--- src/verilog/bpu_pkg.sv ---
package bpu_pkg;

    localparam int PC_WIDTH     = 32;
    localparam int BTB_WAY      = 4;
    localparam int WAY_WIDTH    = $clog2(BTB_WAY);
    localparam int BTB_SET      = 64;
    localparam int SET_WIDTH    = $clog2(BTB_SET);
    localparam int TAG_WIDTH    = 8;
    localparam int TARGET_WIDTH = PC_WIDTH - 2;

    // Field positions within a fetch PC. Bits 1..0 are the byte offset.
    localparam int WAY_LSB = 2;
    localparam int SET_LSB = WAY_LSB + WAY_WIDTH;
    localparam int TAG_LSB = SET_LSB + SET_WIDTH;

    typedef enum logic [1:0] {
        BR_COND = 2'b00,
        BR_JUMP = 2'b01,
        BR_CALL = 2'b10,
        BR_RET  = 2'b11
    } br_type_t;

    typedef enum logic [1:0] {
        UPD_IDLE  = 2'b00,
        UPD_WRITE = 2'b01,
        UPD_ACK   = 2'b10
    } upd_state_t;

    // One stored entry. The target is a word address.
    typedef struct packed {
        logic                    valid;
        logic [TAG_WIDTH-1:0]    tag;
        logic [TARGET_WIDTH-1:0] target;
        br_type_t                br_type;
    } btb_entry_t;

    typedef struct packed {
        logic [PC_WIDTH-1:0] start_addr;
        btb_entry_t          entry;
    } btb_update_t;

    // Prediction for one fetch PC, target given as a byte address.
    typedef struct packed {
        logic [PC_WIDTH-1:0] pc;
        logic                hit;
        logic [PC_WIDTH-1:0] target;
        br_type_t            br_type;
    } bpu_pred_t;

endpackage
--- src/verilog/btb_hit_check.sv ---
`timescale 1ns/1ns

module btb_hit_check (
    input  logic                         clk,
    input  logic                         arst_n,
    input  logic                         stall,
    input  logic                         lookup_valid,
    input  logic [bpu_pkg::PC_WIDTH-1:0] lookup_pc,
    input  bpu_pkg::btb_entry_t          rd_entry,
    output logic                         pred_valid,
    output bpu_pkg::bpu_pred_t           pred
);

    logic                          s2_valid_q;
    logic [bpu_pkg::PC_WIDTH-1:0]  s2_pc_q;
    logic [bpu_pkg::TAG_WIDTH-1:0] s2_tag;
    logic                          hit;

    // Stage 2 runs alongside the bank read and freezes with it.
    always_ff @(posedge clk or negedge arst_n) begin
        if (!arst_n) begin
            s2_valid_q <= 1'b0;
        end else if (!stall) begin
            s2_valid_q <= lookup_valid;
        end
    end

    always_ff @(posedge clk) begin
        if (!stall) begin
            s2_pc_q <= lookup_pc;
        end
    end

    assign s2_tag = s2_pc_q[bpu_pkg::TAG_LSB +: bpu_pkg::TAG_WIDTH];
    assign hit    = rd_entry.valid && (rd_entry.tag == s2_tag);

    assign pred_valid = s2_valid_q;

    // A miss reports zero target and BR_COND.
    always_comb begin
        pred.pc      = s2_pc_q;
        pred.hit     = hit;
        pred.target  = '0;
        pred.br_type = bpu_pkg::BR_COND;
        if (hit) begin
            pred.target  = {rd_entry.target, 2'b00};
            pred.br_type = rd_entry.br_type;
        end
    end

endmodule

--- config.mk ---
export PLATFORM = sky130hd
export DESIGN_NAME = btb_hit_check
export DESIGN_NICKNAME = d
export VERILOG_FILES = /design/src/verilog/bpu_pkg.sv /design/src/verilog/btb_hit_check.sv
export SDC_FILE = /design/constraint.sdc
export NUM_CORES = 1
export LEC_CHECK = 0
export ABC_AREA = 1
export BUFFER_PORTS_ARGS = -buffer_cell sky130_fd_sc_hd__buf_2
export CORE_MARGIN = 2
export CORE_UTILIZATION = 38
export CTS_CLUSTER_DIAMETER = 40
export DETAILED_ROUTE_END_ITERATION = 12
export GPL_TIMING_DRIVEN = 1
export PLACE_DENSITY = 0.79
export SYNTH_ARGS = -nofsm -noshare
export SYNTH_HDL_FRONTEND = slang
export SYNTH_SLANG_ARGS = --single-unit
--- constraint.sdc ---
create_clock -name clk -period 2.05 [get_ports clk]
set_clock_uncertainty 0.05 [all_clocks]
set_input_delay 0.615 -clock clk [delete_from_list [all_inputs] [get_ports clk]]
set_output_delay 0.615 -clock clk [all_outputs]
set_load 0.1 [all_outputs]
==> results_dict.tcl <==
set metrics [dict create \
    gp_congestion 0.8398 \
    antenna_found_initial 0 \
    grt_pass1_wl_um 7341 \
    drv_slew 0 \
    timing_worst_setup_path_type "flop to primary output" \
    holdBufCountCts 0 \
    synth_area_leaders "edfxtp_1, nor3_2, inv_1" \
    period_minus_slack_ns 2.415 \
    status "finished with violations" \
    violations "negative setup slack" \
    timing.reg2reg.setup_slack_ns 1.41 \
    yosys.area_share.simple 0.2548 \
    max_freq_ghz 0.4141 \
    drive_above_1_share 0.6821 \
    synthMuxAreaShare 0 \
    synth_area_um2 1699 \
    die_h_um 70.87 \
    worstRegToRegCells 2 \
    worstPathArrival_ns 1.75 \
    yosysSeqAreaShare 0.5803 \
    die_w_um 70.87 \
    wl_per_cell_um 14.07 \
    setup_violations 33 \
    synth_warnings 0 \
    critPathCaptureType "primary output" \
    total_power_w 0.002157 \
    synth_fa_ha_area_frac 0 \
    required_ns 1.38 \
    ys_types 15 \
    clock_latency_ns 0.27 \
    finalSetupTns_ns -10.89 \
    setup_slack_ns -0.3648 \
    synth_compound_area_frac 0.004418 \
    synth_top_area_frac 0.5655 \
    timing.rr.start "pred_valid" \
    leakage_nw 1.738 \
    ctsHtreeMaxLevel 2 \
    core_area_um2 4324 \
    row_count 24 \
    holdCritPathClass "input pin to asynchronous set/reset pin" \
    dr_total_vias 1591 \
    antennaDiodeCount 0 \
    synthToLayoutAreaGrowth_pct 100.9 \
    nNetsFinal 378 \
    io_buffers 142 \
    synthXorXnorAreaFrac 0.01031 \
    cts_made_buffers 5 \
    fin_crit_sh 1.178 \
    power.density_nw_per_um2 631.9 \
    clk_pin_slew_ns 0.07 \
    drc 0 \
    r2r_end "pred_valid" \
    synth_cells 146 \
    routed_via_density 4.494 \
    drt-total-wl_um 4981 \
    root_buffer "clkbuf_8" \
    tritoncts "built" \
    grt_use_total 0.1925 \
    fillers 263 \
    die_area_um2 5023 \
    clk_path_buf_depth 2 \
    drv_cap 0 \
    cp-start-kind "flop" \
    clkSinkCount 33 \
    synth-seq-cells 33 \
    grt_start_max_net_pins 24 \
    grt_pass1_vias 1595 \
    syn_avg_cell_area_um2 11.64 \
    peakVddDrop_mv 0.8501 \
    cp_max_fo 13 \
    io_pins 145 \
    start_util 0.3929 \
    synth_top_family_by_area "simple AND/OR/NAND/NOR gates" \
    rsz0062_at_grt "yes" \
    hold_ws_ns 0.05884 \
    hpwl_um 4036 \
    finalHoldViolCount 0 \
    dpl_worst_slack_ns -0.3957 \
    dr.pass1.iters 3 \
    final_antenna_net_count 0 \
    synth_top_area_cell "edfxtp_1" \
    drtIter0Drc 32 \
    grt-ovfl-total 0 \
]
logic make-up after synthesis:
logic type | Yosys count
xor gates and xnor gates | 2
other | 1
AOI/OAI and AO/OA | 1
buffers and inverters | 52
and+or+nand+nor | 57
DFF | 33
metrics by stage:
step	util	instances	area, um2
6_report	0.7894	354	3413
3_5_place_dp	0.7459	342	3226
2_1_floorplan	-	147	1936
5_1_grt	0.7894	354	3413
3_3_place_gp	0.7459	342	3226
4_1_cts	0.7778	351	3363
Yosys cell counts:
cell type  number
inv_1          43
edfxtp_1       32
nor3_2         26
nand2_1        18
buf_6           6
nor2_1          4
buf_4           3
nor3_1          3
nor3_4          3
nand3_2         2
xnor2_1         2
conb_1          1
dfrtp_1         1
nor2_2          1
o21a_1          1
registers in the layout (all words and copies together), names as in the netlist:
register,flops
pred_valid,1
s2_pc_q,32
worst max-delay path by stage:
stage / start / end / slack (ns) / cells after the start
global placement: rd_entry[36] / pred[11] / -0.33 / 6
CTS: s2_pc_q[17] / pred[30] / -0.39 / 7
detailed placement: rd_entry[38] / pred[30] / -0.40 / 6
floorplan: s2_pc_q[10] / pred[10] / -1.10 / 7
global route: s2_pc_q[17] / pred[27] / -0.47 / 7
finish: s2_pc_q[17] / pred[30] / -0.36 / 7
report_power, final:
part           internal [W]  leakage [nW]  switching (W)
clock              0.000363        0.0543       0.000234
sequential         0.000799         0.325      0.0000194
combinational      0.000156          1.36       0.000585
total               0.00132          1.74       0.000838
critical path, stage by stage, from the launching register on:
cell      delay [ns]
edfxtp_1        0.42
nand2_1         0.10
nand2_1         0.06
nor2_2          0.14
nand3_4         0.13
buf_12          0.20
nor3_4          0.20
buf_12          0.21
cell type report:
type	count	area, um2	area share
clock inverter	3	46.29	0.01356
tap	52	65.06	0.01906
sequential	33	985.9	0.2889
multi-input combinational	62	706.9	0.2071
timing repair buffer	156	1379	0.4040
inverter	43	161.4	0.04729
clock buffer	5	68.82	0.02016
repair_timing:
item,CTS,global route
hold endpoints to repair,0,0
buffers inserted,1,2
pin swaps,1,4
endpoints found under the setup margin,33,33
resized for setup,2,3
cloned,0,1
layer usage:
layer	track usage	part of all wire	wire length (um)	up-vias
met5	0	0	0	-
met3	0.06980	0.091	451	9
met2	0.3697	0.58	2878	84
met1	0.1900	0.31	1556	733
li1	-	-	-	765
met4	0.06080	0.019	94	0
placed cells by master, fill, tap and decap left out:
master      count
buf_2         109
inv_1          42
buf_12         37
nor3_4         32
edfxtp_1       32
nand2_1        18
buf_4           9
clkbuf_8        5
nor2_2          4
xnor2_2         2
nand3_4         2
conb_1          2
inv_2           1
o21a_4          1
nor2_1          1
bufinv_16       1
clkinvlp_4      1
clkinv_4        1
clkbuf_16       1
dfrtp_1         1
No activity file was read; power rests on OpenSTA's default activity.
