### src/verilog/bpu_pkg.sv
package bpu_pkg;

    localparam int PC_WIDTH     = 32;
    localparam int BTB_WAY      = 4;
    localparam int WAY_WIDTH    = $clog2(BTB_WAY);
    localparam int BTB_SET      = 64;
    localparam int SET_WIDTH    = $clog2(BTB_SET);
    localparam int TAG_WIDTH    = 8;
    localparam int TARGET_WIDTH = PC_WIDTH - 2;

    // Field positions within a fetch PC. Bits 1..0 are the byte offset.
    localparam int WAY_LSB = 2;
    localparam int SET_LSB = WAY_LSB + WAY_WIDTH;
    localparam int TAG_LSB = SET_LSB + SET_WIDTH;

    typedef enum logic [1:0] {
        BR_COND = 2'b00,
        BR_JUMP = 2'b01,
        BR_CALL = 2'b10,
        BR_RET  = 2'b11
    } br_type_t;

    typedef enum logic [1:0] {
        UPD_IDLE  = 2'b00,
        UPD_WRITE = 2'b01,
        UPD_ACK   = 2'b10
    } upd_state_t;

    // One stored entry. The target is a word address.
    typedef struct packed {
        logic                    valid;
        logic [TAG_WIDTH-1:0]    tag;
        logic [TARGET_WIDTH-1:0] target;
        br_type_t                br_type;
    } btb_entry_t;

    typedef struct packed {
        logic [PC_WIDTH-1:0] start_addr;
        btb_entry_t          entry;
    } btb_update_t;

    // Prediction for one fetch PC, target given as a byte address.
    typedef struct packed {
        logic [PC_WIDTH-1:0] pc;
        logic                hit;
        logic [PC_WIDTH-1:0] target;
        br_type_t            br_type;
    } bpu_pred_t;

endpackage
### src/verilog/btb_update_port.sv
`timescale 1ns/1ns

module btb_update_port (
    input  logic                 clk,
    input  logic                 arst_n,
    input  logic                 upd_req,
    input  bpu_pkg::btb_update_t upd_info,
    output logic                 upd_ack,
    output logic                 wr_en,
    output bpu_pkg::btb_update_t wr_info
);

    bpu_pkg::upd_state_t state_q;
    bpu_pkg::upd_state_t state_d;
    logic                accept;

    assign accept = (state_q == bpu_pkg::UPD_IDLE) && upd_req;

    always_comb begin
        state_d = state_q;
        case (state_q)
            bpu_pkg::UPD_IDLE: begin
                if (upd_req) begin
                    state_d = bpu_pkg::UPD_WRITE;
                end
            end
            bpu_pkg::UPD_WRITE: begin
                state_d = bpu_pkg::UPD_ACK;
            end
            bpu_pkg::UPD_ACK: begin
                // Hold the ack until the producer drops its request.
                if (!upd_req) begin
                    state_d = bpu_pkg::UPD_IDLE;
                end
            end
            default: begin
                state_d = bpu_pkg::UPD_IDLE;
            end
        endcase
    end

    always_ff @(posedge clk or negedge arst_n) begin
        if (!arst_n) begin
            state_q <= bpu_pkg::UPD_IDLE;
            wr_en   <= 1'b0;
        end else begin
            state_q <= state_d;
            wr_en   <= accept;
        end
    end

    always_ff @(posedge clk) begin
        if (accept) begin
            wr_info <= upd_info;
        end
    end

    assign upd_ack = (state_q == bpu_pkg::UPD_ACK);

    assert property (@(posedge clk) disable iff (!arst_n)
        wr_en |-> (state_q == bpu_pkg::UPD_WRITE))
        else $error("btb_update_port: write pulse outside UPD_WRITE");

    // Producer side of the handshake.
    assert property (@(posedge clk) disable iff (!arst_n)
        $fell(upd_req) |-> $past(upd_ack))
        else $error("btb_update_port: upd_req dropped before upd_ack");

endmodule

### config.mk
export PLATFORM = sky130hd
export DESIGN_NAME = btb_update_port
export DESIGN_NICKNAME = d
export VERILOG_FILES = /design/src/verilog/bpu_pkg.sv /design/src/verilog/btb_update_port.sv
export SDC_FILE = /design/constraint.sdc
export NUM_CORES = 1
export LEC_CHECK = 0
export BUFFER_PORTS_ARGS = -buffer_cell sky130_fd_sc_hd__buf_2
export CORE_ASPECT_RATIO = 1.75
export CORE_MARGIN = 3
export CORE_UTILIZATION = 41
export CTS_CLUSTER_DIAMETER = 80
export CTS_CLUSTER_SIZE = 12
export DETAILED_ROUTE_END_ITERATION = 6
export GPL_TIMING_DRIVEN = 0
export PLACE_DENSITY_LB_ADDON = 0.12
export SYNTH_ARGS = -nofsm -noshare
export SYNTH_HDL_FRONTEND = slang
export SYNTH_SLANG_ARGS = --single-unit
### constraint.sdc
create_clock -name clk -period 8.4 [get_ports clk]
set_input_delay 0.84 -clock clk [delete_from_list [all_inputs] [get_ports clk]]
set_output_delay 0.84 -clock clk [all_outputs]
set_load 0.005 [all_outputs]
==> results of run 1 <==
## where the power goes
part / internal (mW) / total (mW) / switching, mW / leakage, nW
clock: 0.195 / 0.310 / 0.115 / 0.115
combinational: 0.0765 / 0.163 / 0.0867 / 0.643
sequential: 0.512 / 0.531 / 0.0184 / 0.725
total: 0.784 / 1.00 / 0.220 / 1.48
## registers in the layout (all words and copies together), names as in the netlist
register / cells
state_q: 2
wr_info: 73
wr_en: 1
## final cells by class
type                       instances  share of cell area
timing repair buffer             156               0.237
clock buffer                      10              0.0370
tap                               74              0.0268
sequential                        76               0.657
clock inverter                     6              0.0297
multi-input combinational          5              0.0112
inverter                           1             0.00109
## layer usage
metal / share of wire / vias to the layer above / wire (µm)
li1: - / 665 / -
met1: 0.33 / 623 / 1470
met2: 0.54 / 91 / 2400
met3: 0.10 / 11 / 451
met4: 0.027 / 0 / 121
met5: 0 / - / 0
## logic make-up after synthesis
family,after synthesis,share of synthesized area
flops,76,0.984
compound gates,1,0.00217
buf+inv,1,0.00163
simple gates,4,0.0125
## worst min path at each step
stage               startpoint         end  cells past startpoint  slack (ns)
global placement    state_q[0]  state_q[0]                      1        0.48
detailed placement  state_q[0]  state_q[0]                      1        0.53
floorplan           state_q[0]  state_q[0]                      1        0.46
finish                  arst_n       wr_en                      1        0.30
global route            arst_n       wr_en                      1        0.28
CTS                     arst_n       wr_en                      1        0.28
## cell usage in the layout (no fill, tap or decap), drive strengths merged
cell type  instances
nand3b             1
bufinv             3
clkbuf            10
inv                1
edfxtp            73
o21ai              1
nor3b              2
buf              156
nor2b              1
dfrtp              3
clkinv             3
## metrics by stage
stage | utilization | instances | setup WS (ns) | power, mW | hold slack, ns
after floorplan | - | 82 | 1.58 | 0.606 | 0.464
final | 0.646 | 328 | 6.38 | 1.00 | 0.300
after global routing | 0.646 | 328 | 6.29 | 1.05 | 0.277
after detailed placement | 0.603 | 312 | 6.02 | 0.707 | 0.526
after global placement | 0.589 | 306 | -0.570 | 0.704 | 0.480
after CTS | 0.646 | 328 | 6.38 | 1.02 | 0.280
==> flow_summary.toml, run 1 <==
[synthesis]
synth_area_leaders = "edfxtp_1, dfrtp_1, nor3b_1"
syn_area_per_cell_um2 = 28.1
async_flop_share = 0.0395
yosysMostFrequentCell = "edfxtp_1"
synth-edff-count = 73
synth-seq-cells = 76
syn-num-nets = 158
synth_top_area_frac = 0.951
yosysUniqueCellTypes = 7
synth.largest_area_cell = "edfxtp_1"
syn_inst = 82
yosys_warnings = 0
synth_commonest_cells = "edfxtp_1, dfrtp_1, nor3b_1"
seq_area_frac_synth = 0.984
synthesis.area_um2 = 2300
ys.flop_type = "edfxtp_1"

[worst_setup_path]
endpoint_kind = "register"
required_ns = 8.43
critPathBufInv = 4
worst-r2r-cell-count = 4
worstReg2RegStart = "state_q[1]"
crit_path_cell_trace = "buf_2, nor3b_2, buf_6, buf_4, buf_8"
crit_fanout = 13
path_delay_family = "buffers and inverters"
cp.arrival_ns = 2.05
critPathKind = "primary input to register"
crit_path_top_delay_cell = "nor3b_2"
crit_cells = 5
reg2reg_slack_ns = 6.53
startpoint = "upd_req"
r2r_end = "wr_info[44]"
cp_slowest_stage_delay_ns = 0.49
crit_end = "wr_info[44]"
start_kind = "primary input"

[clock_tree]
cts_buffers = 9
cts_setup_buffers = 0
clk_latency_ns = 0.33
ctsLongestPathBuffers = 2
cts_resized = 0
cts.htree.levels = 3
root_buffer = "clkbuf_8"
clock_sinks = 76
cts_tree = "yes"
clk_pin_slew_worst_paths_ns = 0.07
hold_buffers = 0

[timing]
setup_tns_ns = 0
rsz0062_at_grt = "false"
finalSetupViolCount = 0
hold_viol_final = 0
maxSlewHeadroom = 0.619
worst_pin_slew_ns = 0.569
fin_crit_sh = 0.240
period_minus_slack_ns = 2.02
max_freq_mhz = 495
finalMaxSlewViolations = 0
fin_skew_ns = 0.00768

[global_route]
grt_pass1_wl_um = 6500
grt_max_degree = 15
grt_remaining_overflow = 0
grt_pass1_vias = 1357
grtUsageTotal = 0.137
antenna_found_initial = 0
top_usage_layer = "met2"
met2_usage = 0.223
use_met1 = 0.140
use_met3 = 0.0634

[detailed_routing]
initialDrtViolationCount = 73
drc = 0
wl_per_cell_um = 13.5
vias = 1390
drt-total-wl_um = 4440
ant_nets = 0
avgViaCountPerCell = 4.24
dr.pass1.iters = 4

[die]
initial_core_util = 0.431
core_um2 = 5340
die_h_um = 105
rows = 35
chipWidth_um = 62.7
die_area_um2 = 6590
ioPinCount = 151

[final_layout]
final_cell_area_um2 = 3450
regArea_um2 = 2270
fillers = 451
multi_input_area_um2 = 38.8
nets = 325
antenna_cells = 0
drive_gt1_frac = 0.669
areaGrowthSynthToFinish_pct = 49.7

[placement]
portBuffers = 150
dpl-instance-area_um2 = 3220
gp_congestion = 0.701
dpl.hpwl_um = 3570

[power]
powerDensity_nw_per_um2 = 291
power.leakage_nw = 1.48
peakVddDrop_mv = 0.168

[hold_path]
hold_class = "primary input to asynchronous set/reset pin"

[flow_run]
cap_violations = 0

[run_status]
status = "completed"
(Power assumes the default switching activity.)
==> run 2, diff against run 1 <==
==> constraint.sdc (replaced) <==
create_clock -name clk -period 1.9 [get_ports clk]
set_input_delay 0.19 -clock clk [delete_from_list [all_inputs] [get_ports clk]]
set_output_delay 0.19 -clock clk [all_outputs]
set_load 0.005 [all_outputs]
==> flow_summary.toml, run 2 (synthesis gave the netlist of run 1 again) <==
[detailed_routing]
ant_nets = 0
drt-total-wl_um = 4500
initialDrtViolationCount = 48
wl_per_cell_um = 13.7
vias = 1408
avgViaCountPerCell = 4.28
dr.pass1.iters = 3
drc = 0

[timing]
rsz0062_at_grt = "false"
hold_viol_final = 0
fin_crit_sh = 0.731
fin_skew_ns = 0.00360
setup_tns_ns = 0
max_freq_mhz = 720
period_minus_slack_ns = 1.39
worst_pin_slew_ns = 0.226
whs_ns = 0.0328
finalSetupViolCount = 0
finalMaxSlewViolations = 0
maxSlewHeadroom = 0.849

[worst_setup_path]
cpMostUsedCell = "buf_8"
cp_slowest_stage_delay_ns = 0.44
cp.arrival_ns = 1.42
required_ns = 1.93
critPathKind = "register to register"
start_kind = "register"
endpoint_kind = "register"
crit_fanout = 16
crit_path_top_delay_cell = "dfrtp_1"
crit_path_cell_trace = "nor3b_4, buf_8, buf_8"

[global_route]
grt_remaining_overflow = 0
antenna_found_initial = 0
grtUsageTotal = 0.144
grt_pass1_wl_um = 7000
grt_max_degree = 20
grt_pass1_vias = 1505

[final_layout]
areaGrowthSynthToFinish_pct = 49.3
layout_commonest_cell = "buf_2"
regMostFlops = "wr_info"
largest_reg_flops = 73
final_core_util = 0.644
drive_gt1_frac = 0.667
reg_top3 = "wr_info x73, state_q x2, wr_en x1"
antenna_cells = 0
final_cell_mix = "buf_2, edfxtp_1, clkbuf_8, buf_8, dfrtp_1"
nets = 326

[die]
core_um2 = 5340
ioPinCount = 151
chipWidth_um = 62.7
die_h_um = 105
die_area_um2 = 6590
initial_core_util = 0.431
rows = 35

[placement]
gp_congestion = 0.714
dpl.hpwl_um = 3520
portBuffers = 150

[clock_tree]
ctsLongestPathBuffers = 2
clk_pin_slew_worst_paths_ns = 0.07
root_buffer = "clkbuf_8"
cts_buffers = 9
cts_resized = 0
clk_latency_ns = 0.33
clock_sinks = 76
cts.htree.levels = 3
cts_tree = "yes"

[power]
peakVddDrop_mv = 0.727
power.leakage_nw = 1.48
powerDensity_nw_per_um2 = 1230

[run_status]
status = "completed"

[flow_run]
cap_violations = 0

[hold_path]
hold_class = "primary input to register"
[run 2: metrics by stage]
step | cell area, µm² | power [mW] | std cells | setup slack [ns]
2_1_floorplan | 2320 | 2.64 | 82 | -0.885
3_3_place_gp | 3160 | 3.05 | 306 | -1.51
3_5_place_dp | 3230 | 3.15 | 310 | -0.0939
4_1_cts | 3440 | 4.30 | 329 | 0.500
5_1_grt | 3440 | 4.45 | 329 | 0.421
6_report | 3440 | 4.23 | 329 | 0.510
[run 2: worst paths after layout]
| check | slack [ns] | to | cells past startpoint | start |
|---|---|---|---|---|
| setup / recovery | 0.51 | wr_info[61] | 3 | state_q[1] |
| hold / removal | 0.03 | wr_info[15] | 1 | upd_info[15] |
| setup reg to reg | 0.51 | wr_info[61] | 3 | state_q[1] |
| hold reg to reg | 0.57 | state_q[0] | 1 | state_q[0] |
| max in group asynchronous | 1.60 | state_q[0] | 2 | arst_n |
| min in group asynchronous | 0.20 | wr_en | 2 | arst_n |
[run 2: layout make-up]
class | count | area [µm²]
clock buffer | 11 | 131
timing repair buffer | 157 | 848
fill | 443 | 1900
clock inverter | 5 | 52.6
tap | 74 | 92.6
inverter | 1 | 3.75
sequential | 76 | 2270
multi-input combinational | 5 | 45.0
[run 2: critical path: cells and delay by family (launching register included)]
| kind | cells | cell delay [ns] |
|---|---|---|
| buf+inv | 2 | 0.37 |
| flops | 1 | 0.44 |
| simple gates | 1 | 0.28 |
[run 2: repair_timing]
| action | 4_1_cts | 5_1_grt |
|---|---|---|
| hold endpoints to repair | 3 | 0 |
| setup buffers | 2 | 0 |
| endpoints found under the setup margin | 29 | 0 |
| hold buffers | 1 | 0 |
[run 2: routing by layer]
| layer | GRT usage | wire, µm | up-vias |
|---|---|---|---|
| met5 | 0 | 0 | - |
| met4 | 0.0711 | 82 | 0 |
| met3 | 0.0624 | 472 | 10 |
| met2 | 0.261 | 2510 | 88 |
| met1 | 0.133 | 1440 | 648 |
| li1 | - | - | 662 |
[run 2: power by group]
| part | switching [mW] | leakage (nW) | internal, mW |
|---|---|---|---|
| clock network | 0.518 | 0.0947 | 0.601 |
| registers | 0.0873 | 0.725 | 2.26 |
| logic | 0.386 | 0.656 | 0.375 |
==> run 3, diff against run 2 <==
==> constraint.sdc (replaced) <==
create_clock -name clk -period 1.4 [get_ports clk]
set_input_delay 0.14 -clock clk [delete_from_list [all_inputs] [get_ports clk]]
set_output_delay 0.14 -clock clk [all_outputs]
set_load 0.005 [all_outputs]
==> flow_summary.toml, run 3 (synthesis gave the netlist of run 1 again) <==
[run_status]
status = "completed"

[detailed_routing]
avgViaCountPerCell = 4.25
dr.pass1.iters = 4
wl_per_cell_um = 14.3
ant_nets = 0
drc = 0
vias = 1711
drt-total-wl_um = 5750
initialDrtViolationCount = 57

[placement]
dpl.hpwl_um = 3520
post-place-ws_ns = -0.594
dp.cells = 310
gp_congestion = 0.714
portBuffers = 150

[hold_path]
hold_path_depth = 3
hold_start = "upd_req"
hold_end = "state_q[1]"
hold_class = "primary input to register"

[final_layout]
final_cell_mix = "buf_2, dlygate4sd3_1, edfxtp_1, clkbuf_8, buf_8"
layout_commonest_cell = "buf_2"
fillers = 339
antenna_cells = 0
areaGrowthSynthToFinish_pct = 81.9
fin_cells = 403
largest_reg_flops = 73
reg_top3 = "wr_info x73, state_q x2, wr_en x1"
drive_gt1_frac = 0.523
regMostFlops = "wr_info"
nets = 400

[power]
peakVddDrop_mv = 1.02
powerDensity_nw_per_um2 = 1430
power_mw = 5.99
power.leakage_nw = 1.79

[clock_tree]
cts_buffers = 9
cts_tree = "yes"
clock_sinks = 76
clk_pin_slew_worst_paths_ns = 0.07
ctsLongestPathBuffers = 2
clk_latency_ns = 0.33
root_buffer = "clkbuf_8"
cts.htree.levels = 3

[die]
die_area_um2 = 6590
die_h_um = 105
chipWidth_um = 62.7
core_um2 = 5340
ioPinCount = 151
rows = 35
initial_core_util = 0.431

[worst_setup_path]
r2r_end = "wr_info[67]"
critPathKind = "register to register"
crit_fanout = 19
reg2reg_slack_ns = 0.07
start_kind = "register"
required_ns = 1.44
worstReg2RegStart = "state_q[0]"
cp.arrival_ns = 1.37
endpoint_kind = "register"
worst-r2r-cell-count = 3

[timing]
fin_crit_sh = 0.952
fin_skew_ns = 0.00567
fin_ws_ns = 0.0678
hold_viol_final = 0
period_minus_slack_ns = 1.33
worst_pin_slew_ns = 0.225
rsz0062_at_grt = "false"
max_freq_mhz = 751
maxSlewHeadroom = 0.850
finalSetupViolCount = 0
finalMaxSlewViolations = 0

[flow_run]
cap_violations = 0

[global_route]
grt_pass1_wl_um = 9460
grtUsageTotal = 0.190
grt_pass1_vias = 1977
antenna_found_initial = 0
grt_max_degree = 20
grt_remaining_overflow = 0
[run 3: stage by stage]
step                utilization  hold WS, ns  area (µm²)  TNS, ns
CTS                       0.781       0.0670        4170        0
global route              0.785       0.0821        4190        0
global placement          0.591      -0.0621        3160  -148.29
floorplan                     -       -0.156        2320  -102.37
detailed placement        0.605      -0.0582        3230   -32.36
finish                    0.785       0.0860        4190        0
[run 3: metal layers]
layer	wire length, µm	vias up	global-route usage
li1	-	812	-
met1	1940	803	0.183
met2	3320	90	0.363
met3	424	6	0.0581
met4	63	0	0.0758
met5	0	-	0
[run 3: area by class of cell]
cell class / count / area [µm²] / share of cell area
clock buffers: 11 / 131 / 0.0313
well taps: 74 / 92.6 / 0.0221
repair buffers: 231 / 1600 / 0.381
inverters: 1 / 3.75 / 0.000895
clock inverters: 5 / 52.6 / 0.0125
flip-flops and latches: 76 / 2270 / 0.541
multi-input cells: 5 / 45.0 / 0.0107
[run 3: report_power, final]
part	internal, mW	switching, mW
Combinational	0.677	0.576
Sequential	3.08	0.135
Clock	0.816	0.713
Total	4.57	1.42
[run 3: what timing repair did]
action | CTS | global route
setup endpoints to repair | 74 | 39
endpoints found under the hold margin | 76 | 0
resized for setup | 0 | 1
setup buffers | 2 | 1
hold buffers | 74 | 0
pin swaps | 1 | 1
[run 3: worst max-delay path, stage by stage (launching register included)]
cell and delay, ns:
dfrtp_2 0.45, nor3b_4 0.27, buf_4 0.17, buf_16 0.15
[run 3: worst max path at each step]
stage                from     endpoint  slack, ns  cells after the start
2_1_floorplan  state_q[0]   wr_info[0]      -1.39                      1
3_3_place_gp   state_q[0]  wr_info[16]      -2.01                      1
6_report       state_q[0]  wr_info[67]       0.07                      3
5_1_grt        state_q[0]  wr_info[57]      0.004                      3
3_5_place_dp   state_q[0]   wr_info[9]      -0.59                      3
4_1_cts        state_q[1]  wr_info[61]     0.0004                      3
